`config.mk`:
```
export PLATFORM = sky130hd
export DESIGN_NAME = exe_alu
export DESIGN_NICKNAME = d
export VERILOG_FILES = /design/src/verilog/exe_uop_pkg.sv /design/src/verilog/exe_alu.sv
export VERILOG_INCLUDE_DIRS = /design/src /design/src/verilog
export SDC_FILE = /design/constraint.sdc
export NUM_CORES = 1
export LEC_CHECK = 0
export ABC_AREA = 1
export ABC_CLOCK_PERIOD_IN_PS = 5100
export BUFFER_PORTS_ARGS = -buffer_cell sky130_fd_sc_hd__buf_2
export CAP_MARGIN = 10
export CORE_MARGIN = 2
export CORE_UTILIZATION = 52
export DETAILED_ROUTE_END_ITERATION = 8
export PLACE_DENSITY = 0.78
export SETUP_SLACK_MARGIN = 0.3
export SLEW_MARGIN = 20
export SYNTH_ARGS = -nofsm -noshare
export SYNTH_HDL_FRONTEND = slang
export SYNTH_SLANG_ARGS = --single-unit
```
`constraint.sdc`:
```
create_clock -name vclk -period 5.1
set_input_delay 0.51 -clock vclk [all_inputs]
set_output_delay 0.51 -clock vclk [all_outputs]
set_load 0.01 [all_outputs]
```
`src/verilog/exe_consts.svh`:
```
`ifndef EXE_CONSTS_SVH
`define EXE_CONSTS_SVH

// datapath widths
`define EXE_XLEN     32
`define EXE_REG_W    5
`define EXE_HALF_W   16
`define EXE_LINK_OFS 4

// instruction class codes
`define EXE_IT_ALU   2'd0
`define EXE_IT_MUL   2'd1
`define EXE_IT_BR    2'd2

// alu operation codes
`define EXE_ALU_ADD  4'd0
`define EXE_ALU_SUB  4'd1
`define EXE_ALU_SLT  4'd2
`define EXE_ALU_SLTU 4'd3
`define EXE_ALU_AND  4'd4
`define EXE_ALU_OR   4'd5
`define EXE_ALU_XOR  4'd6
`define EXE_ALU_NOR  4'd7
`define EXE_ALU_SLL  4'd8
`define EXE_ALU_SRL  4'd9
`define EXE_ALU_SRA  4'd10
`define EXE_ALU_LUI  4'd11

// branch condition codes
`define EXE_BR_JIRL  4'd3
`define EXE_BR_B     4'd4
`define EXE_BR_BL    4'd5
`define EXE_BR_BEQ   4'd6
`define EXE_BR_BNE   4'd7
`define EXE_BR_BLT   4'd8
`define EXE_BR_BGE   4'd9
`define EXE_BR_BLTU  4'd10
`define EXE_BR_BGEU  4'd11

`endif

```
`src/verilog/exe_uop_pkg.sv`:
```
`include "exe_consts.svh"

package exe_uop_pkg;

    typedef enum logic [1:0] {
        IT_ALU = `EXE_IT_ALU,
        IT_MUL = `EXE_IT_MUL,
        IT_BR  = `EXE_IT_BR
    } itype_t;

    typedef enum logic [3:0] {
        ALU_ADD  = `EXE_ALU_ADD,
        ALU_SUB  = `EXE_ALU_SUB,
        ALU_SLT  = `EXE_ALU_SLT,
        ALU_SLTU = `EXE_ALU_SLTU,
        ALU_AND  = `EXE_ALU_AND,
        ALU_OR   = `EXE_ALU_OR,
        ALU_XOR  = `EXE_ALU_XOR,
        ALU_NOR  = `EXE_ALU_NOR,
        ALU_SLL  = `EXE_ALU_SLL,
        ALU_SRL  = `EXE_ALU_SRL,
        ALU_SRA  = `EXE_ALU_SRA,
        ALU_LUI  = `EXE_ALU_LUI
    } alu_op_t;

    typedef enum logic [3:0] {
        BR_JIRL = `EXE_BR_JIRL,
        BR_B    = `EXE_BR_B,
        BR_BL   = `EXE_BR_BL,
        BR_BEQ  = `EXE_BR_BEQ,
        BR_BNE  = `EXE_BR_BNE,
        BR_BLT  = `EXE_BR_BLT,
        BR_BGE  = `EXE_BR_BGE,
        BR_BLTU = `EXE_BR_BLTU,
        BR_BGEU = `EXE_BR_BGEU
    } br_cond_t;

    typedef struct packed {
        itype_t   itype;
        alu_op_t  alu_op;
        br_cond_t br_cond;
        logic     src2_imm;
        logic     mul_high;
        logic     mul_signed;
    } uop_t;

endpackage

```
`src/verilog/exe_alu.sv`:
```
`timescale 1ns/1ps
`include "exe_consts.svh"

module exe_alu (
    input  exe_uop_pkg::alu_op_t op,
    input  logic [`EXE_XLEN-1:0] a,
    input  logic [`EXE_XLEN-1:0] b,
    input  logic [`EXE_XLEN-1:0] imm,
    output logic [`EXE_XLEN-1:0] result
);
    import exe_uop_pkg::*;

    localparam int SH_W = $clog2(`EXE_XLEN);

    logic [SH_W-1:0] sh;
    logic            lt_s;
    logic            lt_u;

    always_comb begin
        sh = b[SH_W-1:0];
        lt_s = $signed(a) < $signed(b);
        lt_u = a < b;
        case (op)
            ALU_ADD:  result = a + b;
            ALU_SUB:  result = a - b;
            ALU_SLT:  result = {{(`EXE_XLEN-1){1'b0}}, lt_s};
            ALU_SLTU: result = {{(`EXE_XLEN-1){1'b0}}, lt_u};
            ALU_AND:  result = a & b;
            ALU_OR:   result = a | b;
            ALU_XOR:  result = a ^ b;
            ALU_NOR:  result = ~(a | b);
            ALU_SLL:  result = a << sh;
            ALU_SRL:  result = a >> sh;
            ALU_SRA:  result = $unsigned($signed(a) >>> sh);
            // immediate already shifted by decode
            ALU_LUI:  result = imm;
            default:  result = '0;
        endcase
    end

endmodule

```
# --- Word-level counts from Yosys, hierarchy flattened ---
# Index checks and enable logic that the tools add are counted.
op_classes:
  add_sub_neg: 2
  order_cmp: 2
  eq_ne: 11
  shifts: 3
  n_mux: 1
  bitwise_logic: 4
  reduce_logical: 1
ops:
  columns: ["cell", "count"]
  rows:
  - ["one-hot mux 32 bit (12 select lines)", 1]
  - ["less-than comparator 32 bit", 2]
  - ["adder 32 bit", 1]
  - ["bitwise AND 32 bit", 1]
  - ["inverter 32 bit", 1]
  - ["bitwise OR 32 bit", 1]
  - ["<< shifter 32 x 5 -> 32 bit", 1]
  - ["right shift 32 x 5 -> 32 bit", 1]
  - [">>> shifter 32 x 5 -> 32 bit", 1]
  - ["subtractor 32 bit", 1]
  - ["bitwise XOR 32 bit", 1]
  - ["equality test 4 x 3 -> 1 bit, second input constant", 4]
  - ["equality test 4 bit, second input constant", 4]
  - ["equality test 4 x 2 -> 1 bit, second input constant", 2]
  - ["equality test 4 x 1 -> 1 bit, second input constant", 1]
  - ["zero test 4 bit", 1]
word_totals:
  ff_bits: 0
  output_inout_bits: 32
  elab_cells: 24

# --- Logic depth before layout (Yosys ltp) ---
depth:
  ltp_word: 3
  ltp_mapped: 18
  ltp_nobuf: 16

# --- Worst setup path before layout ---
# No wires, ideal clock.
synth_timing:
  path_type: "input port to output port"
  startpoint: "in b[3]"
  endpoint: "out result[0]"
  t_arrival_ns: 2.606
  t_required_ns: 4.590
  setup_slack_ns: 1.984
  stages: 18
  path_buffers: 4
  cell_sequence: "buf_2 inv_2 buf_2 buf_1 ha_1 buf_2 nor2_1 nand2_1 nand3_1 nand2_1 nand2_1 nand2_1 nand2_1 nand3_1 nand2_1 nor2_1 nor2_1 nand2_1"
synth_between:
  elab_chain_len: 2
  word_cells_on_any_way: 6
  cone_classes: "2 x order compare; 3 x shift; 1 x mux"
synth_rtl:
  columns: ["element", "line", "source"]
  rows:
  - ["from (decl)", "exe_alu.sv:7", "input logic [`EXE_XLEN-1:0] b,"]
  - ["less-than comparator 32 bit, or another cell as far along", "exe_alu.sv:22", "lt_u = a < b;"]
  - ["one-hot mux 32 bit (12 select lines) (*)", "exe_alu.sv:23", "case (op)"]
  - ["to (decl)", "exe_alu.sv:9", "output logic [`EXE_XLEN-1:0] result"]
# Mark *: on every way between the ends. The rest lies on a longest branch, timed or not.

# --- Final worst setup path ---
layout_timing:
  startpoint: "in b[0]"
  endpoint: "out result[28]"
layout_between:
  elab_chain_len: 2
  word_cells_on_any_way: 6
  cone_classes: "2 x add/sub; 3 x shift; 1 x mux"
layout_rtl:
  columns: ["element", "line", "source"]
  rows:
  - ["subtractor 32 bit, or another cell as far along", "exe_alu.sv:25", "ALU_SUB: result = a - b;"]
  - ["one-hot mux 32 bit (12 select lines) (*)", "exe_alu.sv:23", null]
# Marked as above.

==> results.cfg <==
[detailed_routing]
drt_pre_antenna_iters = 7
drc = 0
num_vias = 15390
wl_per_cell_um = 19.85
drt-vias-per-instance = 5.983
drt-initial-drc-count = 1596
postRouteAntennaNets = 0
totalWireLength_um = 51050

[timing]
setup_viol = 0
max_slew_margin_pct = 29.77
period_needed_ns = 3.755
setup_ws_ns = 1.345
setup-tns-final_ns = 0
slew_violations = 0
rsz0062_at_grt = no
fin_crit_sh_pct = 73.63
fmax_mhz = 266.3
finalHoldViolations = 0
tightestPinTransition_ns = 1.052

[worst_setup_path]
start_kind = primary input
cp-end-kind = output port
worstPathRequired_ns = 4.59
worstSetupPathType = in2out
cp_max_fo = 36
worstPathArrival_ns = 3.25

[flow_run]
cap_violations = 0

[hold_path]
hold_path_class = in2out

[placement]
dpl.hpwl_um = 41660
io_buffers = 132
dpl.cell_count = 2572
pre_cts_ws_ns = 1.456
gp_congestion = 1.071

[finish]
seq_area_um2 = 0
nets = 2505
n_clock_buffer = 0
drive_gt1_share_pct = 7.863
finalNonFillerCells = 2572
seq_cell_count = 0
diodes = 0
final_cell_mix = 812 x nand2_1, 434 x nand3_1, 318 x inv_1, 171 x nor2_1, 132 x buf_2
area_growth_pct = 5.516
final_common_cell = nand2_1

[yosys]
yosysWarnings = 0
ys_types = 44
ys_seq_area_share_pct = 0
syn_nets = 2459
avgSynthCellArea_um2 = 4.762
netlist_instances = 2258
mappedNetlistArea_mm2 = 0.01075

[floorplan]
die_w_um = 147.8
start_util_pct = 53.14
placementRows = 52
die_h_um = 147.8
die_area_mm2 = 0.02184
core_area_mm2 = 0.02023
ioPinCount = 132

[global_routing]
use_met1_pct = 57.56
grtUsageTotal_pct = 44.98
met2_usage_pct = 73.63
grt_max_degree = 77
gr-total-overflow = 0
grt_pass1_vias = 13820
grt_pass1_wl_um = 76420
grt_use_met3_pct = 7.438
busiest_layer = met2
antenna_found_initial = 1

[power_and_ir_drop]
p_leak_uw = 0.006762
pwr_density_cell_mw_per_mm2 = 106.5
ir_worst_vdd_mv = 0.07686

[cts]
cts_setup_buffers = 0
cts_hold_buf = 0
cts-resized-gates = 0

[status]
outcome = completed
==> worst paths after layout <==
check	start	endpoint	cells after the start	slack (ns)
hold / removal	imm[7]	result[7]	6	1.46
setup / recovery	b[0]	result[28]	15	1.34
==> through the flow <==
step	util (%)	total power [µW]	hold slack [ns]	instance area, µm²
3_5_place_dp	56.07	1154	1.457	11350
5_1_grt	56.07	1310	1.499	11350
3_3_place_gp	56.07	1142	1.458	11350
6_report	56.07	1208	1.464	11350
4_1_cts	56.07	1159	1.460	11350
2_1_floorplan	-	774.9	1.189	10750
==> layer usage <==
| layer | wire [µm] | vias to the layer above |
|---|---|---|
| li1 | - | 7304 |
| met1 | 19910 | 6968 |
| met2 | 22630 | 944 |
| met3 | 5630 | 173 |
| met4 | 2881 | 0 |
| met5 | 0 | - |
==> cells by family after synthesis <==
logic type	Yosys count	share of synthesized area, %
XOR/XNOR	2	0.1629
AO/OA/AOI/OAI	214	11.52
AND/OR/NAND/NOR	1507	59.86
multiplexers	3	0.2793
buffers and inverters	431	16.29
adder cells (fa/ha/maj)	101	11.89
==> synth_stat cells (3+ instances only) <==
cell	number	area share [%]
nor2_4	4	0.42
buf_1	5	0.17
o211ai_1	19	1.3
inv_1	319	11
nor2_1	172	6.0
clkbuf_1	21	0.73
o22ai_1	13	0.76
nor4_1	3	0.17
o221ai_1	6	0.49
nor2_2	8	0.47
nand4_1	17	0.99
inv_2	9	0.31
nor3_1	27	1.3
o21ai_1	5	0.23
a21boi_0	3	0.21
and2_1	15	0.87
mux2i_1	3	0.28
nand3b_1	3	0.21
o21ai_0	61	2.8
a21oi_1	84	3.9
buf_2	61	2.8
buf_4	10	0.70
nand3_1	434	20
nand2_2	6	0.35
o21bai_1	12	0.84
nand2_1	812	28
a211oi_1	6	0.42
ha_1	99	12
==> where the power goes <==
| part | switching [µW] | internal [µW] |
|---|---|---|
| Combinational | 862 | 346 |
| Sequential | 0 | 0 |
| Clock | 0 | 0 |
==> final cells by class <==
type / instances / area (µm²)
tap: 270 / 337.8
fill: 2308 / 8889
multi-input combinational: 1827 / 9009
inverter: 330 / 1241
timing repair buffer: 145 / 758.2
==> worst max-delay path: stages <==
cell and delay [ns]:
buf_2 0.58, ha_1 0.36, inv_1 0.08, fa_1 0.38, inv_1 0.15, nand3_1 0.09, nand3_1 0.16, nand2_1 0.08
nand3_1 0.18, nand3_1 0.13, nand2_1 0.09, nand2_1 0.04, nand3_1 0.08, nand3_1 0.15, buf_2 0.18
(Power assumes the default switching activity.)
