### src/verilog/exe_consts.svh
`ifndef EXE_CONSTS_SVH
`define EXE_CONSTS_SVH

// datapath widths
`define EXE_XLEN     32
`define EXE_REG_W    5
`define EXE_HALF_W   16
`define EXE_LINK_OFS 4

// instruction class codes
`define EXE_IT_ALU   2'd0
`define EXE_IT_MUL   2'd1
`define EXE_IT_BR    2'd2

// alu operation codes
`define EXE_ALU_ADD  4'd0
`define EXE_ALU_SUB  4'd1
`define EXE_ALU_SLT  4'd2
`define EXE_ALU_SLTU 4'd3
`define EXE_ALU_AND  4'd4
`define EXE_ALU_OR   4'd5
`define EXE_ALU_XOR  4'd6
`define EXE_ALU_NOR  4'd7
`define EXE_ALU_SLL  4'd8
`define EXE_ALU_SRL  4'd9
`define EXE_ALU_SRA  4'd10
`define EXE_ALU_LUI  4'd11

// branch condition codes
`define EXE_BR_JIRL  4'd3
`define EXE_BR_B     4'd4
`define EXE_BR_BL    4'd5
`define EXE_BR_BEQ   4'd6
`define EXE_BR_BNE   4'd7
`define EXE_BR_BLT   4'd8
`define EXE_BR_BGE   4'd9
`define EXE_BR_BLTU  4'd10
`define EXE_BR_BGEU  4'd11

`endif

### src/verilog/exe_uop_pkg.sv
`include "exe_consts.svh"

package exe_uop_pkg;

    typedef enum logic [1:0] {
        IT_ALU = `EXE_IT_ALU,
        IT_MUL = `EXE_IT_MUL,
        IT_BR  = `EXE_IT_BR
    } itype_t;

    typedef enum logic [3:0] {
        ALU_ADD  = `EXE_ALU_ADD,
        ALU_SUB  = `EXE_ALU_SUB,
        ALU_SLT  = `EXE_ALU_SLT,
        ALU_SLTU = `EXE_ALU_SLTU,
        ALU_AND  = `EXE_ALU_AND,
        ALU_OR   = `EXE_ALU_OR,
        ALU_XOR  = `EXE_ALU_XOR,
        ALU_NOR  = `EXE_ALU_NOR,
        ALU_SLL  = `EXE_ALU_SLL,
        ALU_SRL  = `EXE_ALU_SRL,
        ALU_SRA  = `EXE_ALU_SRA,
        ALU_LUI  = `EXE_ALU_LUI
    } alu_op_t;

    typedef enum logic [3:0] {
        BR_JIRL = `EXE_BR_JIRL,
        BR_B    = `EXE_BR_B,
        BR_BL   = `EXE_BR_BL,
        BR_BEQ  = `EXE_BR_BEQ,
        BR_BNE  = `EXE_BR_BNE,
        BR_BLT  = `EXE_BR_BLT,
        BR_BGE  = `EXE_BR_BGE,
        BR_BLTU = `EXE_BR_BLTU,
        BR_BGEU = `EXE_BR_BGEU
    } br_cond_t;

    typedef struct packed {
        itype_t   itype;
        alu_op_t  alu_op;
        br_cond_t br_cond;
        logic     src2_imm;
        logic     mul_high;
        logic     mul_signed;
    } uop_t;

endpackage

### src/verilog/exe_pipe_pkg.sv
`include "exe_consts.svh"

package exe_pipe_pkg;
    import exe_uop_pkg::*;

    // one lane as offered by issue
    typedef struct packed {
        logic                  valid;
        uop_t                  uop;
        logic [`EXE_REG_W-1:0] rd;
        logic [`EXE_REG_W-1:0] rj;
        logic [`EXE_REG_W-1:0] rk;
        logic [`EXE_XLEN-1:0]  imm;
        logic [`EXE_XLEN-1:0]  pc;
        logic [`EXE_XLEN-1:0]  pc_next;
    } issue_t;

    typedef struct packed {
        logic [`EXE_XLEN-1:0] rj_data;
        logic [`EXE_XLEN-1:0] rk_data;
    } operands_t;

    typedef struct packed {
        logic                  en;
        logic [`EXE_REG_W-1:0] rd;
        logic [`EXE_XLEN-1:0]  data;
        logic [`EXE_XLEN-1:0]  pc;
    } wb_t;

    typedef struct packed {
        logic                 redirect;
        logic                 taken;
        logic [`EXE_XLEN-1:0] target;
    } br_res_t;

    // multiplier state between its two steps
    typedef struct packed {
        logic [`EXE_XLEN-1:0]  pp_hh;
        logic [`EXE_XLEN-1:0]  pp_hl;
        logic [`EXE_XLEN-1:0]  pp_lh;
        logic [`EXE_XLEN-1:0]  pp_ll;
        logic [`EXE_XLEN-1:0]  adj;
        logic                  mul_high;
        logic [`EXE_REG_W-1:0] rd;
    } mul_part_t;

endpackage

### src/verilog/exe_bypass.sv
`timescale 1ns/1ps
`include "exe_consts.svh"

module exe_bypass (
    input  exe_pipe_pkg::issue_t    in0,
    input  exe_pipe_pkg::issue_t    in1,
    input  exe_pipe_pkg::operands_t rf0,
    input  exe_pipe_pkg::operands_t rf1,
    input  exe_pipe_pkg::wb_t       x0,
    input  exe_pipe_pkg::wb_t       x1,
    input  exe_pipe_pkg::wb_t       w0,
    input  exe_pipe_pkg::wb_t       w1,
    input  logic                    mul_busy,
    input  logic [`EXE_REG_W-1:0]   mul_rd,
    output exe_pipe_pkg::operands_t op0,
    output exe_pipe_pkg::operands_t op1,
    output logic                    stall
);
    import exe_pipe_pkg::*;

    function automatic logic hit(input wb_t p, input logic [`EXE_REG_W-1:0] src);
        return p.en && (p.rd == src);
    endfunction

    // youngest producer first: exe1 lane 1, exe1 lane 0, wb lane 1, wb lane 0
    function automatic logic [`EXE_XLEN-1:0] fwd(
        input logic [`EXE_REG_W-1:0] src,
        input logic [`EXE_XLEN-1:0]  rf_val
    );
        logic [`EXE_XLEN-1:0] v;
        v = rf_val;
        if (src != '0) begin
            if (hit(x1, src)) begin
                v = x1.data;
            end else if (hit(x0, src)) begin
                v = x0.data;
            end else if (hit(w1, src)) begin
                v = w1.data;
            end else if (hit(w0, src)) begin
                v = w0.data;
            end
        end
        return v;
    endfunction

    function automatic logic reads(input issue_t in, input logic [`EXE_REG_W-1:0] r);
        return in.valid && ((in.rj == r) || (in.rk == r));
    endfunction

    always_comb begin
        op0.rj_data = fwd(in0.rj, rf0.rj_data);
        op0.rk_data = fwd(in0.rk, rf0.rk_data);
        op1.rj_data = fwd(in1.rj, rf1.rj_data);
        op1.rk_data = fwd(in1.rk, rf1.rk_data);
    end

    // product is not ready until it leaves exe1
    assign stall = mul_busy && (mul_rd != '0) && (reads(in0, mul_rd) || reads(in1, mul_rd));

endmodule

### config.mk
export PLATFORM = sky130hd
export DESIGN_NAME = exe_bypass
export DESIGN_NICKNAME = d
export VERILOG_FILES = /design/src/verilog/exe_uop_pkg.sv /design/src/verilog/exe_pipe_pkg.sv /design/src/verilog/exe_bypass.sv
export VERILOG_INCLUDE_DIRS = /design/src /design/src/verilog
export SDC_FILE = /design/constraint.sdc
export NUM_CORES = 1
export LEC_CHECK = 0
export CORE_AREA = 4 4 304 306
export DETAILED_ROUTE_END_ITERATION = 6
export DIE_AREA = 0 0 308 310
export DONT_BUFFER_PORTS = 1
export PLACE_DENSITY = 0.3
export SYNTH_ARGS = -nofsm -noshare
export SYNTH_HDL_FRONTEND = slang
export SYNTH_SLANG_ARGS = --single-unit
### constraint.sdc
create_clock -name vclk -period 2.8
set_input_delay 0.42 -clock vclk [all_inputs]
set_output_delay 0.42 -clock vclk [all_outputs]
set_load 0.005 [all_outputs]
After elaboration in Yosys (flattened, before gate mapping)
Index checks and enable logic that the tools add are counted.
Storage, ports and cells
  register bits: 0
  output and inout port bits: 129
  logic and storage cells: 68
Operators by class
  equal/unequal tests: 20
  mux-type cells: 20
  reductions and logical operators: 28
Operator list (count)
  $mux 32: 20
  $eq 5x5->1: 20
  $reduce_bool 5->1: 5
  $logic_and 1x1->1: 20
  $logic_or 1x1->1: 3

Depth between registers and ports, before layout
  word-level depth: 7
  depth in mapped cells: 8
  depth with buffers taken out: 5

Worst setup path after synthesis
Ideal clock, no wire load.
  path kind: in2out
  from: in in1[98] (netlist name)
  to: out op1[25] (netlist name)
  data arrival time: 1878 ps
  required time: 2380 ps
  slack: 502 ps
  cell stages on the path: 7
  path through: buf_2 > or4_4 > or2_4 > nand4_2 > buf_6 > o2111ai_1 > o22ai_1
RTL lines
  start, declared: RTL line exe_bypass.sv:6  | input exe_pipe_pkg::issue_t in1,
  end, declared: RTL line exe_bypass.sv:16  | output exe_pipe_pkg::operands_t op1,

==> run_results.csv <==
group,metric,value,unit
timing,worstMarginPinSlew,0.7038,ns
power_and_ir_drop,switching_share,0.6252,
timing,slew_headroom,0.5308,
die,die_height,310,microns
logic_synthesis,yosysTopAreaCellShare,0.1423,
power_and_ir_drop,p_sw,1176,uW
power_and_ir_drop,clkPwrFrac,0,
grt,antenna_found_initial,15,
place,gp_congestion,0.8677,
drt,drt_first_iter_violations,1758,
worst_setup_path,worstPathMaxFanout,11,
die,fp.dieArea,95480,sq um
cells_and_area,instances_no_fill,2598,
timing,max_freq,368.3,MHz
worst_setup_path,critical_path.slowest_cell,"or4_4",
logic_synthesis,synth-seq-area-share,0,
logic_synthesis,yosys_warnings,0,
die,initial_core_util,0.09969,
hold_path,hp-class,"in2out",
logic_synthesis,synth.cell_area,8932,sq um
grt,grt.met2_usage,0.2737,
logic_synthesis,syn-num-nets,2099,
grt,met3_usage,0.05377,
timing,finalHoldViolations,0,
drt,routed_wl,87990,microns
cells_and_area,area_delta_synth_final,28.01,%
worst_setup_path,path_cells,"or4_4 -> or2_4 -> nand4_4 -> buf_4 -> o21ai_0 -> o22ai_1 -> buf_4",
cells_and_area,fin_area,11430,sq um
place,dp_hpwl,65470,microns
grt,top_usage_layer,"met2",
timing,setup_violations,0,
worst_setup_path,startpoint_type,"input pin",
cells_and_area,num-fill-cells,10332,
cells_and_area,mostFrequentLayoutCells,"a21oi_1 (253), buf_4 (134), and3_1 (128), o22ai_1 (128), a21boi_0 (125)",
place,place_ws,-0.001455,ns
timing,fin_ws,0.08448,ns
cells_and_area,fin_util,0.1276,
cells_and_area,final_common_cell,"a21oi_1",
worst_setup_path,path_common_cell,"buf_4",
cells_and_area,nClkBuffers,0,
die,die_w,308,microns
drt,dr.pass1.iters,6,
power_and_ir_drop,p_int,704.9,uW
grt,grtUsageTotal,0.1729,
logic_synthesis,ys_types,41,
power_and_ir_drop,power_frac_seq,0,
timing,rsz0062_at_grt,"no",
grt,use_met1,0.2251,
place,post_dp_cell_area,11390,sq um
timing,timing.final.crit_share,0.9698,
clocking,post_cts_buffers,0,
worst_setup_path,criticalPathCategory,"in2out",
timing,drv_slew,0,
drt,via_per_inst,5.186,
cells_and_area,drive_gt1_frac,0.1514,
drt,ant_nets,0,
run,max_cap_violations,0,
drt,remaining_drc_errors,0,
clocking,cts_hold_buf,0,
worst_setup_path,slowest_delay,0.56,ns
logic_synthesis,avgSynthCellArea,6.225,sq um
cells_and_area,seq_cells,0,
status,status,"complete, no violations",
worst_setup_path,required,2.38,ns
grt,overflow,0,
logic_synthesis,netlist_top_cells_area,"a21oi_1 (14%), a21boi_0 (11%), o311ai_1 (10%)",
timing,period_needed,2.716,ns
cells_and_area,seqCellArea,0,sq um
cells_and_area,fin_nets,2073,
worst_setup_path,critPathArrivalTime,2.30,ns
power_and_ir_drop,leakage,0.003581,uW
drt,wire_per_inst,33.87,microns
grt,grt_max_degree,65,
place,dp.cells,2583,
grt,grt_pass1_wl,115900,microns
die,num_rows,110,
die,coreArea,89600,sq um
grt,grt_pass1_vias,13230,
logic_synthesis,synth_top_area_cell,"a21oi_1",
power_and_ir_drop,peakVddDrop,0.06457,mV
worst_setup_path,critPathCaptureType,"primary output",
drt,num_vias,13472,
power_and_ir_drop,cellPowerDensity,164.5,nW/um^2
place,port_buffers,0,
cells_and_area,multi_input_area,8239,sq um
power_and_ir_drop,total_power,1881,uW
die,io_pins,793,
logic_synthesis,syn_inst,1435,
power_and_ir_drop,pwr-share-comb,1.000,
-- layer usage --
| metal | share of wire | vias to the layer above | routed length (microns) |
|---|---|---|---|
| met5 | 0 | - | 0 |
| met4 | 0.036 | 0 | 3149 |
| met3 | 0.12 | 182 | 10150 |
| li1 | - | 5481 | - |
| met2 | 0.44 | 1085 | 38500 |
| met1 | 0.41 | 6724 | 36180 |
-- synthesized netlist by cell type, types with 4 or more instances --
cell / n
a21oi_1: 254
and3_1: 135
o22ai_1: 128
a21boi_0: 125
clkbuf_1: 116
o311ai_1: 102
nand3b_1: 94
xor2_1: 72
nand2_1: 71
nand2b_1: 64
buf_2: 49
nor2_1: 43
nor3_1: 40
xnor2_1: 28
o311ai_0: 20
buf_1: 13
nand3_1: 10
buf_4: 8
and2_1: 6
clkbuf_2: 6
o21ai_0: 6
nor4_1: 5
nor4_4: 5
buf_6: 4
-- worst paths after layout --
| kind | from | end | slack (ns) | cells past startpoint |
|---|---|---|---|---|
| worst min-delay path | mul_busy | stall | 0.96 | 2 |
| worst max-delay path | in1[97] | op1[8] | 0.08 | 7 |
-- cells by family (layout without fill, tap and decap cells) --
kind of cell	after synthesis	in the layout	share of synthesized area
AOI/OAI and AO/OA	651	651	0.4750
xor gates and xnor gates	100	100	0.09805
buffers and inverters	196	168	0.09679
other	0	15	0
and+or+nand+nor	488	488	0.3302
-- what timing repair did --
item | 4_1_cts | 5_1_grt
setup endpoints to repair | 1 | 1
gates cloned | 0 | 0
pin swaps | 0 | 0
hold endpoints to repair | 0 | 0
gates resized for setup | 1 | 1
-- power groups by stage --
stage                     Sequential (uW)  Combinational, uW  Clock, uW
after floorplan                         0               1020          0
after global placement                  0               1860          0
after detailed placement                0               1860          0
after CTS                               0               1870          0
after global routing                    0               1990  0.0000969
final                                   0               1880   0.000434
-- worst max-delay path, delay by kind of cell --
kind / cells / cell delay [ns]
AO/OA/AOI/OAI: 2 / 0.41
buffers and inverters: 2 / 0.39
AND/OR/NAND/NOR: 3 / 1.06
-- stage by stage --
step	hold slack, ns	setup TNS [ns]
4_1_cts	0.9621	0
5_1_grt	0.9908	0
3_5_place_dp	0.9641	-0.001455
3_3_place_gp	0.9561	0
6_report	0.9620	0
2_1_floorplan	0.9361	0
-- cell type report --
type,count,share of cell area
diodes,15,0.003283
multi-input cells,1239,0.7205
well taps,1176,0.1287
repair buffers,168,0.1475
Note: power is estimated with default switching activity, not from simulation.
