--- src/verilog/exe_consts.svh ---
`ifndef EXE_CONSTS_SVH
`define EXE_CONSTS_SVH

// datapath widths
`define EXE_XLEN     32
`define EXE_REG_W    5
`define EXE_HALF_W   16
`define EXE_LINK_OFS 4

// instruction class codes
`define EXE_IT_ALU   2'd0
`define EXE_IT_MUL   2'd1
`define EXE_IT_BR    2'd2

// alu operation codes
`define EXE_ALU_ADD  4'd0
`define EXE_ALU_SUB  4'd1
`define EXE_ALU_SLT  4'd2
`define EXE_ALU_SLTU 4'd3
`define EXE_ALU_AND  4'd4
`define EXE_ALU_OR   4'd5
`define EXE_ALU_XOR  4'd6
`define EXE_ALU_NOR  4'd7
`define EXE_ALU_SLL  4'd8
`define EXE_ALU_SRL  4'd9
`define EXE_ALU_SRA  4'd10
`define EXE_ALU_LUI  4'd11

// branch condition codes
`define EXE_BR_JIRL  4'd3
`define EXE_BR_B     4'd4
`define EXE_BR_BL    4'd5
`define EXE_BR_BEQ   4'd6
`define EXE_BR_BNE   4'd7
`define EXE_BR_BLT   4'd8
`define EXE_BR_BGE   4'd9
`define EXE_BR_BLTU  4'd10
`define EXE_BR_BGEU  4'd11

`endif

--- src/verilog/exe_uop_pkg.sv ---
`include "exe_consts.svh"

package exe_uop_pkg;

    typedef enum logic [1:0] {
        IT_ALU = `EXE_IT_ALU,
        IT_MUL = `EXE_IT_MUL,
        IT_BR  = `EXE_IT_BR
    } itype_t;

    typedef enum logic [3:0] {
        ALU_ADD  = `EXE_ALU_ADD,
        ALU_SUB  = `EXE_ALU_SUB,
        ALU_SLT  = `EXE_ALU_SLT,
        ALU_SLTU = `EXE_ALU_SLTU,
        ALU_AND  = `EXE_ALU_AND,
        ALU_OR   = `EXE_ALU_OR,
        ALU_XOR  = `EXE_ALU_XOR,
        ALU_NOR  = `EXE_ALU_NOR,
        ALU_SLL  = `EXE_ALU_SLL,
        ALU_SRL  = `EXE_ALU_SRL,
        ALU_SRA  = `EXE_ALU_SRA,
        ALU_LUI  = `EXE_ALU_LUI
    } alu_op_t;

    typedef enum logic [3:0] {
        BR_JIRL = `EXE_BR_JIRL,
        BR_B    = `EXE_BR_B,
        BR_BL   = `EXE_BR_BL,
        BR_BEQ  = `EXE_BR_BEQ,
        BR_BNE  = `EXE_BR_BNE,
        BR_BLT  = `EXE_BR_BLT,
        BR_BGE  = `EXE_BR_BGE,
        BR_BLTU = `EXE_BR_BLTU,
        BR_BGEU = `EXE_BR_BGEU
    } br_cond_t;

    typedef struct packed {
        itype_t   itype;
        alu_op_t  alu_op;
        br_cond_t br_cond;
        logic     src2_imm;
        logic     mul_high;
        logic     mul_signed;
    } uop_t;

endpackage

--- src/verilog/exe_pipe_pkg.sv ---
`include "exe_consts.svh"

package exe_pipe_pkg;
    import exe_uop_pkg::*;

    // one lane as offered by issue
    typedef struct packed {
        logic                  valid;
        uop_t                  uop;
        logic [`EXE_REG_W-1:0] rd;
        logic [`EXE_REG_W-1:0] rj;
        logic [`EXE_REG_W-1:0] rk;
        logic [`EXE_XLEN-1:0]  imm;
        logic [`EXE_XLEN-1:0]  pc;
        logic [`EXE_XLEN-1:0]  pc_next;
    } issue_t;

    typedef struct packed {
        logic [`EXE_XLEN-1:0] rj_data;
        logic [`EXE_XLEN-1:0] rk_data;
    } operands_t;

    typedef struct packed {
        logic                  en;
        logic [`EXE_REG_W-1:0] rd;
        logic [`EXE_XLEN-1:0]  data;
        logic [`EXE_XLEN-1:0]  pc;
    } wb_t;

    typedef struct packed {
        logic                 redirect;
        logic                 taken;
        logic [`EXE_XLEN-1:0] target;
    } br_res_t;

    // multiplier state between its two steps
    typedef struct packed {
        logic [`EXE_XLEN-1:0]  pp_hh;
        logic [`EXE_XLEN-1:0]  pp_hl;
        logic [`EXE_XLEN-1:0]  pp_lh;
        logic [`EXE_XLEN-1:0]  pp_ll;
        logic [`EXE_XLEN-1:0]  adj;
        logic                  mul_high;
        logic [`EXE_REG_W-1:0] rd;
    } mul_part_t;

endpackage

--- src/verilog/exe_mul.sv ---
`timescale 1ns/1ps
`include "exe_consts.svh"

module exe_mul (
    input  logic                  clk,
    input  logic                  rst,
    input  logic                  load,
    input  logic                  hold,
    input  logic                  clear,
    input  logic [`EXE_XLEN-1:0]  a,
    input  logic [`EXE_XLEN-1:0]  b,
    input  logic                  is_signed,
    input  logic                  high,
    input  logic [`EXE_REG_W-1:0] rd,
    output logic [`EXE_REG_W-1:0] part_rd,
    output logic [`EXE_XLEN-1:0]  result
);
    import exe_pipe_pkg::*;

    localparam int H = `EXE_HALF_W;
    localparam int W = `EXE_XLEN;

    mul_part_t      part_d;
    mul_part_t      part_q;
    logic [H-1:0]   a_lo;
    logic [H-1:0]   a_hi;
    logic [H-1:0]   b_lo;
    logic [H-1:0]   b_hi;
    logic [2*W-1:0] prod;

    // step 1: unsigned 16x16 partial products
    always_comb begin
        a_lo = a[H-1:0];
        a_hi = a[W-1:H];
        b_lo = b[H-1:0];
        b_hi = b[W-1:H];
        part_d.pp_ll = W'(a_lo) * W'(b_lo);
        part_d.pp_lh = W'(a_lo) * W'(b_hi);
        part_d.pp_hl = W'(a_hi) * W'(b_lo);
        part_d.pp_hh = W'(a_hi) * W'(b_hi);
        // signed operands subtract the other operand from the upper word
        part_d.adj = '0;
        if (is_signed) begin
            if (a[W-1]) begin
                part_d.adj = part_d.adj - b;
            end
            if (b[W-1]) begin
                part_d.adj = part_d.adj - a;
            end
        end
        part_d.mul_high = high;
        part_d.rd = rd;
    end

    always_ff @(posedge clk) begin
        if (rst || clear) begin
            part_q <= '0;
        end else if (load && !hold) begin
            part_q <= part_d;
        end
    end

    // step 2: sum the partials
    always_comb begin
        prod = {part_q.pp_hh, part_q.pp_ll}
             + ({{W{1'b0}}, part_q.pp_lh} << H)
             + ({{W{1'b0}}, part_q.pp_hl} << H)
             + {part_q.adj, {W{1'b0}}};
        result = part_q.mul_high ? prod[2*W-1:W] : prod[W-1:0];
    end

    assign part_rd = part_q.rd;

endmodule

--- config.mk ---
export PLATFORM = sky130hd
export DESIGN_NAME = exe_mul
export DESIGN_NICKNAME = d
export VERILOG_FILES = /design/src/verilog/exe_uop_pkg.sv /design/src/verilog/exe_pipe_pkg.sv /design/src/verilog/exe_mul.sv
export VERILOG_INCLUDE_DIRS = /design/src /design/src/verilog
export SDC_FILE = /design/constraint.sdc
export NUM_CORES = 2
export LEC_CHECK = 0
export BUFFER_PORTS_ARGS = -buffer_cell sky130_fd_sc_hd__clkbuf_2
export CORE_MARGIN = 8
export CORE_UTILIZATION = 65
export DETAILED_ROUTE_END_ITERATION = 8
export GPL_TIMING_DRIVEN = 0
export HOLD_SLACK_MARGIN = 0.12
export MAX_ROUTING_LAYER = met4
export PLACE_DENSITY = 0.82
export SKIP_CTS_REPAIR_TIMING = 1
export SKIP_LAST_GASP = 1
export SYNTH_ARGS = -nofsm -noshare
export SYNTH_HDL_FRONTEND = slang
export SYNTH_SLANG_ARGS = --single-unit
--- constraint.sdc ---
create_clock -name clk -period 6.9 [get_ports clk]
set_clock_uncertainty 0.05 [all_clocks]
set_input_delay 0 -clock clk [delete_from_list [all_inputs] [get_ports clk]]
set_output_delay 0 -clock clk [all_outputs]
set_load 0.01 [all_outputs]
# Word-level counts from Yosys, hierarchy flattened
# Cells that the tools add are included.
[word_totals]
memories = 0
ff_bits = 166
ram_bits = 0
romBits = 0
output_inout_bits = 37
input_bits = 76
latch_bits = 0
[op_classes]
add_sub_neg = 5
eq_ne = 0
multipliers = 4
div_mod_pow = 0
n_lt_le_gt_ge = 0
bitwise_logic = 0
shifts = 0
n_mux = 5
reduce_logical = 3
[op_table]
columns = ["cell", "n"]
rows = [
  ["two-way mux 32 bit", 5],
  ["adder 64 x 48 -> 64 bit", 2],
  ["multiplier 16 x 16 -> 32 bit", 4],
  ["adder 64 bit", 1],
  ["subtractor 1 x 32 -> 32 bit, first input constant", 1],
  ["subtractor 32 bit", 1],
  ["logical AND 1 bit", 1],
  ["zero test 1 bit", 1],
  ["logical OR 1 bit", 1],
]

# Longest topological paths before layout
[logic_depth]
word_depth = 6
depth_mapped = 25
mapped_depth_nobuf = 22

# Worst setup path before layout
# OpenSTA, ideal clock, no wires.
[synth_timing]
path_type = "input to register"
startpoint = "input b[31]"
endpoint = "register part_q[100] in the netlist's numbering"
path_stages = 24
setup_time_ns = 0.128
setup_slack_ns = 0.593
t_arrival_ns = 6.129
path_cell_list = "clkbuf_1 clkbuf_1 clkbuf_1 clkbuf_1 nand2_1 fa_1 fa_1 inv_1 fa_1 fa_1 fa_1 inv_1 fa_1 inv_1 ha_1 a21o_1 a21o_1 a21oi_1 o21ai_0 a221oi_1 o221ai_1 a21oi_1 xor2_1 o21ai_0"
[synth_via]
elab_chain_len = 1
[synth_rtl]
columns = ["element", "line", "source"]
rows = [
  ["start, declared", "exe_mul.sv:11", "input logic [`EXE_XLEN-1:0] b,"],
  ["multiplier 16 x 16 -> 32 bit", "exe_mul.sv:38", "part_d.pp_lh = W'(a_lo) * W'(b_hi);"],
  ["end signal, assigned", "exe_mul.sv:59", "part_q <= part_d;"],
  ["end, declared", "exe_mul.sv:24", "mul_part_t part_q;"],
]
# No other way between the ends.
# A chain may end at the register's enable or synchronous reset.

# Final worst setup path
# Same ends and word-level chain as after synthesis.

==> impl_metrics.ini <==
[route]
drt_iter0_drc = 4050
route.final.wire_length_um = 169000
post-route-drc-count = 0
dr_total_vias = 40100
vias_per_cell = 6.09
drt-pass1-iter-count = 8
ant_nets = 0
routed_wire_length_per_instance_um = 25.7

[clock_tree]
clk_root_buffer_cell = sky130_fd_sc_hd__clkbuf_16
tritoncts = done
cts.reportedPaths.clkPinSlew_ps = 70
cts-buffers-inserted = 17
clock_net_sink_count = 166
cts.path.max_buffers = 2
clkLatencyLatePin_ps = 430
htreeDepth = 4

[critical_path]
r2r_setup_slack_ps = 5380
critPathMaxStageDelay_ps = 540
critPathLaunchType = input port
critical-path-top-cell-by-count = sky130_fd_sc_hd__fa_1
slowest_stage = sky130_fd_sc_hd__a221oi_2
endpoint_kind = flop
crit_path_start = b[31]
r2r-end = part_q[5]$_SDFFE_PP0P_
worstPathCellList = clkbuf_2 > clkbuf_4 > buf_4 > buf_2 > nand2_1 > fa_1 > fa_1 > inv_1 > fa_1 > fa_1 > fa_1 > inv_1 > fa_1 > inv_1 > ha_1 > a21o_1 > a21o_1 > a21oi_1 > o21ai_0 > a221oi_2 > o221ai_1 > a21oi_1 > xor2_2 > o21ai_0
worst_ep_arrival_time_ps = 7160
timing.critical_path.fanout_max = 10
critPathKind = input port to flop
reg2regPathDepth = 4
worst_r2r_startpoint = part_q[5]$_SDFFE_PP0P_
timing.critical_path.required_ps = 7160

[global_route]
grt.met2_usage = 0.635
grt_first_pass_wirelength_um = 251000
grt-busiest-layer = met2
grt-ovfl-total = 0
grt_pass1_vias = 41000
globalRouteMet3Util = 0.146
grt_max_degree = 19
initial_antenna_violation_count = 18
gr-usage-met1 = 0.497
grt_overall_usage = 0.429

[worst_hold_path]
hold_path_class = input port to flop
timing.hold.worst_path_depth = 4
min_delay_worst_endpoint = part_q[22]$_SDFFE_PP0P_
min_from = b[31]

[synthesis]
synth_seq_cells = 166
synth_largest_area_cell = sky130_fd_sc_hd__fa_1
syn-cell-area_um2 = 46300
synth_sequential_area_ratio = 0.0717
synth-async-reset-ratio = 0
synth.top_cell.area_share = 0.357
synthesis.yosys.warnings = 0
primary_flip_flop_cell_chosen_by_synthesis_mapping = sky130_fd_sc_hd__dfxtp_1
synth_edf_count = 0
synth.lib_cells_used.distinct = 80
synthesis.instances = 5476
netlist_top_cells_area = sky130_fd_sc_hd__fa_1 36%, sky130_fd_sc_hd__ha_1 15%, sky130_fd_sc_hd__inv_1 7.8%
postSynthNetCount = 6916
syn_area_per_cell_um2 = 8.46

[placed_design]
placedCellCount = 6508
port_buffers = 82
gpl.final_weighted_congestion = 1.11
place_hpwl_um = 141000

[outcome]
run_status = finished with violations
violations = negative setup slack

[timing]
relSlewSlack = 0.0347
final.setup.worst_slack_ps = -2.90
worst_pin_slew_ps = 1450
timing_max_transition_violations_final = 0
accumulated_negative_setup_slack_ps = -2.90
rsz0062_at_grt = yes
fmaxAchievable_ghz = 0.145
timing_hold_violations_final = 0
setup_viol = 1
fin_worst_hold_slack_ps = 159
fin_crit_sh = 1.00
layout_min_cycle_time_ps = 6900

[floorplanning]
die_width_um = 283
fp.coreArea_um2 = 71000
design.die.area_um2 = 80100
io-pin-count = 113
rows = 98
fp.dieH_um = 283
initial_standard_cell_utilization_of_the_core = 0.653

[finish]
final_non_filler_cells = 6576
final_cell_mix = 957 x sky130_fd_sc_hd__inv_1, 829 x sky130_fd_sc_hd__nand2_1, 826 x sky130_fd_sc_hd__fa_1
nFillCells = 5834
share_of_cells_above_drive_strength_1 = 0.0527
nets = 7028
area_growth_pct = 5.86
final_common_cell = sky130_fd_sc_hd__inv_1

[run]
max_cap_violations = 0
==> state kept, by name, indices dropped and copies added (netlist names) <==
name / count
part_rd: 5
part_q: 161
==> critical path: cells and delay by family <==
family,cells,cell delay (ps)
AOI/OAI and AO/OA,8,1890
xor gates and xnor gates,1,420
adders and majority gates,7,3250
buffers and inverters,7,1450
and+or+nand+nor,1,130
==> Yosys cell counts, drive strengths merged, types with 14 or more instances <==
| cell type | number |
|---|---|
| nand3 | 39 |
| a211oi | 40 |
| nand2 | 831 |
| buf | 30 |
| fa | 826 |
| dfxtp | 166 |
| nand2b | 16 |
| nor3 | 37 |
| and3 | 30 |
| and2 | 475 |
| nor2b | 14 |
| a22oi | 18 |
| clkbuf | 279 |
| nor2 | 189 |
| ha | 538 |
| nand4 | 24 |
| a21o | 112 |
| inv | 958 |
| xnor2 | 136 |
| o21bai | 29 |
| a21oi | 241 |
| o21ai | 130 |
| a31oi | 31 |
| o21a | 27 |
| or3 | 15 |
| mux2 | 26 |
| xor2 | 61 |
==> cell type report <==
type	instances	area, um2	share of cell area
antenna	25	62.6	0.00128
buffer	305	1320	0.0270
clock buffer	17	425	0.00867
clock inverter	15	201	0.00411
inverter	958	3600	0.0733
multi-input combinational	4043	38400	0.782
sequential	166	3320	0.0678
tap	950	1190	0.0242
timing repair buffer	97	561	0.0114
==> kinds of logic (layout without fill, tap and decap cells) <==
group / after synthesis / count (layout) / synth area share
AND/OR/NAND/NOR: 1718 / 1718 / 0.178
adder cells (fa/ha/maj): 1364 / 1364 / 0.502
buffers and inverters: 1267 / 1392 / 0.103
AO/OA/AOI/OAI: 728 / 728 / 0.0992
XOR/XNOR: 197 / 197 / 0.0372
flip-flops: 166 / 166 / 0.0717
multiplexers: 36 / 36 / 0.00848
other: 0 / 25 / 0
==> worst max-delay path by stage <==
stage	end	depth (start not counted)	slack [ps]
floorplan	part_q[100]$_SDFFE_PP0P_	24	590
global route	part_q[100]$_SDFFE_PP0P_	24	-140
finish	part_q[100]$_SDFFE_PP0P_	24	-3
CTS	part_q[100]$_SDFFE_PP0P_	24	-1530
global placement	part_q[100]$_SDFFE_PP0P_	24	-1890
detailed placement	part_q[100]$_SDFFE_PP0P_	24	-1970
==> metrics by stage <==
step           area (um2)  setup slack [ps]  utilization
2_1_floorplan       46300               593            -
3_3_place_gp        47900             -1890        0.675
3_5_place_dp        47900             -1970        0.675
4_1_cts             48600             -1530        0.684
5_1_grt             49000              -138        0.690
6_report            49000             -2.90        0.691
==> layer usage <==
layer,share of wire,up-vias
met2,0.43,2499
met1,0.36,19600
li1,-,17400
met4,0.083,0
met3,0.13,638
met5,0,-
Power is not shown: default switching activity piles up to over one toggle a cycle in this logic, so the estimate is an artifact.
