File: config.mk
export PLATFORM = sky130hd
export DESIGN_NAME = exe_branch
export DESIGN_NICKNAME = d
export VERILOG_FILES = /design/src/verilog/exe_uop_pkg.sv /design/src/verilog/exe_pipe_pkg.sv /design/src/verilog/exe_branch.sv
export VERILOG_INCLUDE_DIRS = /design/src /design/src/verilog
export SDC_FILE = /design/constraint.sdc
export NUM_CORES = 1
export LEC_CHECK = 0
export ABC_CLOCK_PERIOD_IN_PS = 6200
export BUFFER_PORTS_ARGS = -buffer_cell sky130_fd_sc_hd__buf_2
export CORE_ASPECT_RATIO = 1.75
export CORE_MARGIN = 1
export CORE_UTILIZATION = 49
export DETAILED_ROUTE_END_ITERATION = 8
export GPL_ROUTABILITY_DRIVEN = 0
export PLACE_DENSITY = 0.84
export RECOVER_POWER = 100
export SLEW_MARGIN = 15
export SYNTH_ARGS = -nofsm -noshare
export SYNTH_HDL_FRONTEND = slang
export SYNTH_SLANG_ARGS = --single-unit
File: constraint.sdc
create_clock -name vclk -period 6.2
set_clock_uncertainty 0.1 [all_clocks]
set_input_delay 0.62 -clock vclk [all_inputs]
set_output_delay 0.62 -clock vclk [all_outputs]
set_load 0.1 [all_outputs]
File: src/verilog/exe_consts.svh
`ifndef EXE_CONSTS_SVH
`define EXE_CONSTS_SVH

// datapath widths
`define EXE_XLEN     32
`define EXE_REG_W    5
`define EXE_HALF_W   16
`define EXE_LINK_OFS 4

// instruction class codes
`define EXE_IT_ALU   2'd0
`define EXE_IT_MUL   2'd1
`define EXE_IT_BR    2'd2

// alu operation codes
`define EXE_ALU_ADD  4'd0
`define EXE_ALU_SUB  4'd1
`define EXE_ALU_SLT  4'd2
`define EXE_ALU_SLTU 4'd3
`define EXE_ALU_AND  4'd4
`define EXE_ALU_OR   4'd5
`define EXE_ALU_XOR  4'd6
`define EXE_ALU_NOR  4'd7
`define EXE_ALU_SLL  4'd8
`define EXE_ALU_SRL  4'd9
`define EXE_ALU_SRA  4'd10
`define EXE_ALU_LUI  4'd11

// branch condition codes
`define EXE_BR_JIRL  4'd3
`define EXE_BR_B     4'd4
`define EXE_BR_BL    4'd5
`define EXE_BR_BEQ   4'd6
`define EXE_BR_BNE   4'd7
`define EXE_BR_BLT   4'd8
`define EXE_BR_BGE   4'd9
`define EXE_BR_BLTU  4'd10
`define EXE_BR_BGEU  4'd11

`endif

File: src/verilog/exe_uop_pkg.sv
`include "exe_consts.svh"

package exe_uop_pkg;

    typedef enum logic [1:0] {
        IT_ALU = `EXE_IT_ALU,
        IT_MUL = `EXE_IT_MUL,
        IT_BR  = `EXE_IT_BR
    } itype_t;

    typedef enum logic [3:0] {
        ALU_ADD  = `EXE_ALU_ADD,
        ALU_SUB  = `EXE_ALU_SUB,
        ALU_SLT  = `EXE_ALU_SLT,
        ALU_SLTU = `EXE_ALU_SLTU,
        ALU_AND  = `EXE_ALU_AND,
        ALU_OR   = `EXE_ALU_OR,
        ALU_XOR  = `EXE_ALU_XOR,
        ALU_NOR  = `EXE_ALU_NOR,
        ALU_SLL  = `EXE_ALU_SLL,
        ALU_SRL  = `EXE_ALU_SRL,
        ALU_SRA  = `EXE_ALU_SRA,
        ALU_LUI  = `EXE_ALU_LUI
    } alu_op_t;

    typedef enum logic [3:0] {
        BR_JIRL = `EXE_BR_JIRL,
        BR_B    = `EXE_BR_B,
        BR_BL   = `EXE_BR_BL,
        BR_BEQ  = `EXE_BR_BEQ,
        BR_BNE  = `EXE_BR_BNE,
        BR_BLT  = `EXE_BR_BLT,
        BR_BGE  = `EXE_BR_BGE,
        BR_BLTU = `EXE_BR_BLTU,
        BR_BGEU = `EXE_BR_BGEU
    } br_cond_t;

    typedef struct packed {
        itype_t   itype;
        alu_op_t  alu_op;
        br_cond_t br_cond;
        logic     src2_imm;
        logic     mul_high;
        logic     mul_signed;
    } uop_t;

endpackage

File: src/verilog/exe_pipe_pkg.sv
`include "exe_consts.svh"

package exe_pipe_pkg;
    import exe_uop_pkg::*;

    // one lane as offered by issue
    typedef struct packed {
        logic                  valid;
        uop_t                  uop;
        logic [`EXE_REG_W-1:0] rd;
        logic [`EXE_REG_W-1:0] rj;
        logic [`EXE_REG_W-1:0] rk;
        logic [`EXE_XLEN-1:0]  imm;
        logic [`EXE_XLEN-1:0]  pc;
        logic [`EXE_XLEN-1:0]  pc_next;
    } issue_t;

    typedef struct packed {
        logic [`EXE_XLEN-1:0] rj_data;
        logic [`EXE_XLEN-1:0] rk_data;
    } operands_t;

    typedef struct packed {
        logic                  en;
        logic [`EXE_REG_W-1:0] rd;
        logic [`EXE_XLEN-1:0]  data;
        logic [`EXE_XLEN-1:0]  pc;
    } wb_t;

    typedef struct packed {
        logic                 redirect;
        logic                 taken;
        logic [`EXE_XLEN-1:0] target;
    } br_res_t;

    // multiplier state between its two steps
    typedef struct packed {
        logic [`EXE_XLEN-1:0]  pp_hh;
        logic [`EXE_XLEN-1:0]  pp_hl;
        logic [`EXE_XLEN-1:0]  pp_lh;
        logic [`EXE_XLEN-1:0]  pp_ll;
        logic [`EXE_XLEN-1:0]  adj;
        logic                  mul_high;
        logic [`EXE_REG_W-1:0] rd;
    } mul_part_t;

endpackage

File: src/verilog/exe_branch.sv
`timescale 1ns/1ps
`include "exe_consts.svh"

module exe_branch (
    input  exe_uop_pkg::br_cond_t  cond,
    input  logic [`EXE_XLEN-1:0]   pc,
    input  logic [`EXE_XLEN-1:0]   pc_next,
    input  logic [`EXE_XLEN-1:0]   imm,
    input  logic [`EXE_XLEN-1:0]   rj_val,
    input  logic [`EXE_XLEN-1:0]   rk_val,
    output exe_pipe_pkg::br_res_t  res,
    output logic [`EXE_XLEN-1:0]   link
);
    import exe_uop_pkg::*;

    logic                 eq;
    logic                 lt_s;
    logic                 lt_u;
    logic                 taken;
    logic [`EXE_XLEN-1:0] target;
    logic [`EXE_XLEN-1:0] seq_pc;
    logic [`EXE_XLEN-1:0] actual_pc;

    always_comb begin
        eq = rj_val == rk_val;
        lt_s = $signed(rj_val) < $signed(rk_val);
        lt_u = rj_val < rk_val;
        case (cond)
            BR_BEQ:  taken = eq;
            BR_BNE:  taken = !eq;
            BR_BLT:  taken = lt_s;
            BR_BGE:  taken = !lt_s;
            BR_BLTU: taken = lt_u;
            BR_BGEU: taken = !lt_u;
            BR_B,
            BR_BL,
            BR_JIRL: taken = 1'b1;
            default: taken = 1'b0;
        endcase

        // jirl is register relative, the rest pc relative
        target = (cond == BR_JIRL) ? rj_val + imm : pc + imm;
        seq_pc = pc + `EXE_LINK_OFS;
        actual_pc = taken ? target : seq_pc;

        // mispredicted when fetch went elsewhere
        res.redirect = actual_pc != pc_next;
        res.taken = taken;
        res.target = target;
        link = seq_pc;
    end

endmodule

# After elaboration in Yosys (flattened, before gate mapping)
# Cells that the tools add are included.
# word_totals
in_bits	164
n_memories	0
mem_bits_ro	0
mem_bits_rw	0
register_bits	0
wordCells	23
out_inout_bits	66
latch_bits	0
# classes
n_lt_le_gt_ge	2
div_mod_pow	0
n_reduce_logical	4
multipliers	0
bitwise_logic	0
n_shift	0
n_mux	3
n_eq_ne	11
n_addsub	3
# ops
operator	n
adder 32 bit	2
less-than comparator 32 bit	2
2-to-1 mux 32 bit	2
adder 32 x 3 -> 32 bit, second input constant	1
equality test 32 bit	1
!= test 32 bit	1
equality test 4 x 3 -> 1 bit, second input constant	4
equality test 4 bit, second input constant	4
case mux 1 bit (7 select lines)	1
equality test 4 x 2 -> 1 bit, second input constant	1
zero test 1 bit	3
OR reduction 3 bit	1

# Logic depth before layout (Yosys ltp)
# Gate-level depths: netlist of run 1.
# depth
depth_word	5
ltp_mapped	18
ltp_nobuf	16

# Least setup slack after synthesis of run 1
# Ideal clock, no wire load.
# synth_timing
path_kind	in2out
startpoint	input port cond[2]
endpoint	output port res[33] (netlist name)
cell_stages	15
path_slack_ns	-1.498
n_path_buf	1
arrival_time_ns	6.978
path_cell_list	nor3_1 clkbuf_1 mux2_2 ha_1 and3_2 a221oi_2 o311a_2 a211o_2 nand3_2 a221oi_2 xnor2_1 xor2_1 nor4_4 a41oi_1 or4_1
# synth_rtl
element	line	text
start, declared	exe_branch.sv:5	input exe_uop_pkg::br_cond_t cond,
end, declared	exe_branch.sv:11	output exe_pipe_pkg::br_res_t res,

==> summary.txt, run 1 <==
Critical path
  – Crit-path most repeated cell: buf_2
  – Crit path kind: in -> out
  – Crit-path max FO: 35
  – Setup crit end: res[33]
  – CP Launch Point: cond[0]
  – Worst path slowest cell: or4_4
  – WP data required: 5.48 ns
  – CP Launch Type: primary input
  – Setup crit end kind: output port
  – Crit-path max cell delay: approximately 0.56 ns
  – Critical Path AT: between 5 and 6 ns
  – CP cell instances: buf_2 > nand2_1 > nor3_4 > buf_12 > mux2_2 > ha_1 > a211oi_1 > o211ai_2 > a41o_1 > a21o_1 > a31oi_1 > a221oi_1 > a221o_1 > a21oi_1 > xnor2_1 > a41oi_1 > or4_4 > buf_2

Logic synthesis
  – Synth top area share: 0.181
  – Most numerous cell in the Yosys netlist: xnor2_1
  – Avg Inst Size Synth: a little over 7 um2
  – Commonest cells post-synth: 66 x xnor2_1, 64 x ha_1, 51 x inv_1
  – Post-synth cell types: around 70
  – Seq/Total Area, Yosys: 0
  – Cell taking the most area after synthesis: ha_1
  – Synthesized instance count: about 610
  – Yosys warns: 0
  – Syn Std Cell Area: between 0.004 and 0.005 mm2
  – Mapped Nets: 841
  – Synth area leaders: ha_1 18%, xnor2_1 13%, xor2_1 7.9%

Layout
  – Layout cells sized above 1: 0.287
  – Reg area: 0 um2
  – Final instance area: 0.00583 mm2
  – Seq cells: 0
  – Net count, final: approximately 1100
  – Ant. Diodes: 0
  – # clk buffers: 0
  – Area Overhead vs Synth: 31.5%

Die
  – Die width: approximately 74 um
  – Die Area: about 0.0095 mm2
  – I/O Pins: 230
  – Rows: 45
  – Die Y: approximately 130 um
  – Initial Util: 0.508
  – Core Area: roughly 0.0087 mm2

Timing
  – Actual slew at the worst max-slew pin: around 1.2 ns
  – Final setup violation count: 0
  – Min Tclk post-route: about 6.0 ns
  – Rel. slew slack: 0.174
  – Setup TNS: 0 ns
  – RSZ-0062 raised after global routing: false
  – F_max: 166 MHz
  – Fin Hold WS: approximately 1.7 ns
  – Hold Vio Cnt, Final: 0
  – Fin. max-slew vios: 0
  – Tcrit/Tclk final: 0.971

Outcome
  – Status: finished, final reports clean

Placement
  – Post-DP HPWL: 15700 um
  – DP Area: ~0.0059 mm2
  – Port bufs: 230

Global route
  – GRT Residual Overflow: 0
  – Largest net degree at the start of global routing: 36
  – First-pass GRT wire length: about 27000 um
  – Initial antenna violation count: 0
  – Total track usage: 0.371
  – Vias in the first global route: between 5000 and 6000

Power and ir drop
  – P_leak: roughly 2.8 nW
  – Maximum VDD drop: 0.196 mV
  – Pwr/cell area: approximately 190 mW/mm2

CTS
  – Setup Fix Bufs, Post-CTS: 0

Drt
  – Iter 0 DRT Violations: 315
  – Vias per cell: between 6 and 7
  – Vias: between 5000 and 6000
  – Drt pass-1 iters: 5
  – Wirelength per Cell: approximately 19 um
  – WL final: about 18000 um
  – Drt drc: 0
  – Post-route ant nets: 0

Hold path
  – Worst min path class: in -> out
  – Worst hold path cell count: 4

Run
  – Max-cap violations: 0
routing by layer:
layer  routed length, um  track usage  vias to the layer above
li1                    -            -                     2682
met1                6150        0.382                     2663
met2                8840        0.651                      386
met3                1370       0.0440                      116
met4                1720        0.296                        0
met5                   0            0                        -
cell families after synthesis:
kind of cell	Yosys count	synth area share
buffers and inverters	69	0.0618
muxes	32	0.0801
and+or+nand+nor	187	0.226
AOI/OAI and AO/OA	152	0.233
adders and majority gates	65	0.185
xor gates and xnor gates	107	0.215
placed cells by master (no fill, tap or decap), types with 10 or more instances in the layout:
master    count
ha_1         64
and3_1       10
o21ai_0      27
nand2_1      48
a21oi_1      46
nor2_1       27
buf_2       165
mux2_2       28
nor3_1       14
nand4_1      16
xnor2_1      55
nand3_1      24
clkbuf_1     63
xor2_1       33
inv_1        51
stage by stage:
stage / worst slack, ns / util / total power [W] / std cells
6_report: 0.180 / 0.668 / 0.00113 / 946
5_1_grt: 0.0102 / 0.668 / 0.00118 / 946
4_1_cts: 0.220 / 0.676 / 0.00113 / 946
3_5_place_dp: 0.225 / 0.676 / 0.00112 / 946
3_3_place_gp: 0.326 / 0.676 / 0.00111 / 946
2_1_floorplan: 0.0955 / - / 0.000879 / 612
final cells by class:
class	instances	area, um2
fillers	829	2900
well taps	117	146
inverters	52	195
repair buffers	234	1130
multi-input cells	543	4360
report_power, final:
| group | internal (W) | switching [W] |
|---|---|---|
| sequential | 0 | 0 |
| combinational | 0.000278 | 0.000853 |
| clock | 0 | 0 |
how the worst min path moves through the flow:
stage	start	to	slack (ns)
global placement	pc[0]	link[0]	1.55
finish	imm[30]	res[30]	1.72
CTS	pc[0]	link[0]	1.55
detailed placement	pc[0]	link[0]	1.55
floorplan	pc[0]	link[0]	1.35
global route	imm[30]	res[30]	1.75
critical path, delay by kind of cell:
| family | cells | cell delay, ns |
|---|---|---|
| buf+inv | 3 | 0.69 |
| xor+xnor | 1 | 0.16 |
| simple gates | 3 | 0.85 |
| fa+ha+maj | 1 | 0.30 |
| compound gates | 9 | 2.27 |
| mux | 1 | 0.40 |
repair_timing:
action | in CTS | in global routing
hold buffers | 0 | 0
gates resized for setup | 0 | 3
endpoints found under the hold margin | 0 | 0
endpoints found under the setup margin | 0 | 1
Power figures use the tool's default switching activity.
==> run 2: changes to the inputs <==
--- a/config.mk
+++ b/config.mk
@@ -15,6 +15,7 @@
 export GPL_ROUTABILITY_DRIVEN = 0
 export PLACE_DENSITY = 0.84
 export RECOVER_POWER = 100
+export REMOVE_ABC_BUFFERS = 1
 export SLEW_MARGIN = 15
 export SYNTH_ARGS = -nofsm -noshare
 export SYNTH_HDL_FRONTEND = slang
==> run 2 against run 1 <==
  * Critical path depth stayed put
  * Power is 3.5% lower
  * Count of clock-buffer cells in the layout is the same
  * Critical path type unchanged
  * Flip-flop and latch count unchanged
  * Final area shrank 3.5%
  * Fmax rose by 0.42%
  * Combinational power down 4%
  * Non-clock buffer count rose by 2
  * Utilization is 2.3 points lower
  * Die area unchanged
  * Setup slack better by 0.025 ns
  * Critical endpoint unchanged
  * First-iteration DRC count fell by 3.2%
==> summary.txt, run 2 (synthesis gave the netlist of run 1 again) <==
Power and ir drop
  – Pwr/cell area: approximately 190 mW/mm2
  – Reg power frac: 0
  – Int Power: around 0.00025 W
  – Clock power share: 0
  – Combinational share of power: 1.000
  – P_leak: 2.69 nW
  – NetSw: around 0.00084 W
  – Maximum VDD drop: roughly 0.16 mV
  – Total power: around 0.0011 W
  – Net Sw Frac: 0.768

Die
  – Rows: 45
  – Die Area: 0.00945 mm2
  – Initial Util: 0.508
  – Die width: about 74 um
  – I/O Pins: 230
  – Core Area: ~0.0087 mm2
  – Die Y: ~130 um

Drt
  – WL final: 18400 um
  – Vias: between 5000 and 6000
  – Wirelength per Cell: ~20 um
  – Highest metal used: met4
  – Vias per cell: ~6.2
  – Drt drc: 0
  – Iter 0 DRT Violations: 305
  – Detail Route met2 WL: approximately 9100 um
  – M1 WL: slightly above 6000 um
  – Drt pass-1 iters: 5
  – WL met3: around 1300 um
  – Post-route ant nets: 0

Critical path
  – WP data required: between 5 and 6 ns
  – CP Launch Type: primary input
  – Setup crit end kind: output port
  – Crit path kind: in -> out
  – Critical Path AT: between 5 and 6 ns
  – Crit-path max FO: 21

CTS
  – Hold buffer count at CTS: 0
  – Setup Fix Bufs, Post-CTS: 0
  – CTS resizes: 0

Timing
  – Tcrit/Tclk final: 0.967
  – Min Tclk post-route: 5.99 ns
  – Actual slew at the worst max-slew pin: roughly 1.3 ns
  – Hold Vio Cnt, Final: 0
  – Final setup violation count: 0
  – Setup TNS: 0 ns
  – Fin. max-slew vios: 0
  – RSZ-0062 raised after global routing: false
  – F_max: between 150 and 200 MHz
  – Rel. slew slack: 0.136
  – Fin Hold WS: 1.77 ns

Layout
  – Layout cells sized above 1: 0.265
  – # clk buffers: 0
  – Seq cells: 0
  – Net count, final: 1062
  – Fill cells: approximately 810
  – Most frequent cells in the layout: 165 x buf_2, 66 x xnor2_1, 64 x ha_1
  – Commonest non-fill, non-tap cell in the layout: buf_2
  – Area of the multi-input gates: 0.00417 mm2
  – Area Overhead vs Synth: 26.9%
  – Reg area: 0 um2
  – Ant. Diodes: 0

Global route
  – Total track usage: 0.386
  – GRT Residual Overflow: 0
  – First-pass GRT wire length: between 20000 and 30000 um
  – Initial antenna violation count: 0
  – Vias in the first global route: just under 6000
  – Largest net degree at the start of global routing: 22

Placement
  – Post-DP HPWL: between 15000 and 20000 um
  – Port bufs: between 200 and 250

Hold path
  – Hold path startpoint: pc[0]
  – Worst hold path cell count: 2
  – Worst min path class: in -> out
  – Hold path endpoint: link[0]

Run
  – Max-cap violations: 0

Outcome
  – Status: finished, final reports clean
==> run 2: cell types whose count changed in the layout (fill, tap and decap cells not counted), sizes merged <==
cell	delta
clkbuf	+1
buf	+1
==> run 2: worst max path at each step <==
stage | startpoint | endpoint | slack, ns
after detailed placement | cond[0] | res[33] | 0.22
final | cond[0] | res[33] | 0.21
after floorplan | cond[2] | res[33] | -2.88
after CTS | cond[0] | res[33] | 0.20
after global routing | cond[0] | res[33] | 0.007
after global placement | cond[0] | res[33] | 0.38
==> run 2: power by group through the flow <==
stage,Sequential [W],Clock (W),Combinational [W]
5_1_grt,0,0,0.00114
2_1_floorplan,0,0,0.000837
6_report,0,0,0.00109
3_5_place_dp,0,0,0.00109
3_3_place_gp,0,0,0.00107
4_1_cts,0,0,0.00109
==> run 2: layer usage <==
| metal | GRT usage | vias up |
|---|---|---|
| met3 | 0.0535 | 129 |
| met5 | 0 | - |
| met4 | 0.320 | 0 |
| met1 | 0.386 | 2651 |
| li1 | - | 2696 |
| met2 | 0.678 | 402 |
==> run 2: layout make-up <==
| cell class | instances | area share |
|---|---|---|
| Tap cell | 117 | 0.0260 |
| Timing Repair Buffer | 236 | 0.199 |
| Multi-Input combinational cell | 543 | 0.740 |
| Inverter | 52 | 0.0347 |
==> run 2: per-stage QoR <==
| step | instance area, um2 | worst slack, ns | util | cells |
|---|---|---|---|---|
| floorplan | 4360 | -2.88 | - | 595 |
| global placement | 5700 | 0.379 | 0.654 | 948 |
| detailed placement | 5700 | 0.224 | 0.654 | 948 |
| CTS | 5700 | 0.195 | 0.654 | 948 |
| global route | 5630 | 0.00725 | 0.645 | 948 |
| finish | 5630 | 0.205 | 0.645 | 948 |
==> run 2: critical path: stages <==
cell,delay (ns)
buf_2,0.13
nand2_1,0.07
nor3_2,0.23
buf_6,0.26
mux2_2,0.39
ha_1,0.30
a211oi_1,0.38
o211ai_2,0.18
a41o_1,0.32
a21o_1,0.20
a31oi_1,0.25
a221oi_1,0.13
a221o_1,0.35
a21oi_1,0.25
xnor2_1,0.15
a41oi_1,0.13
or4_1,0.60
buf_2,0.33
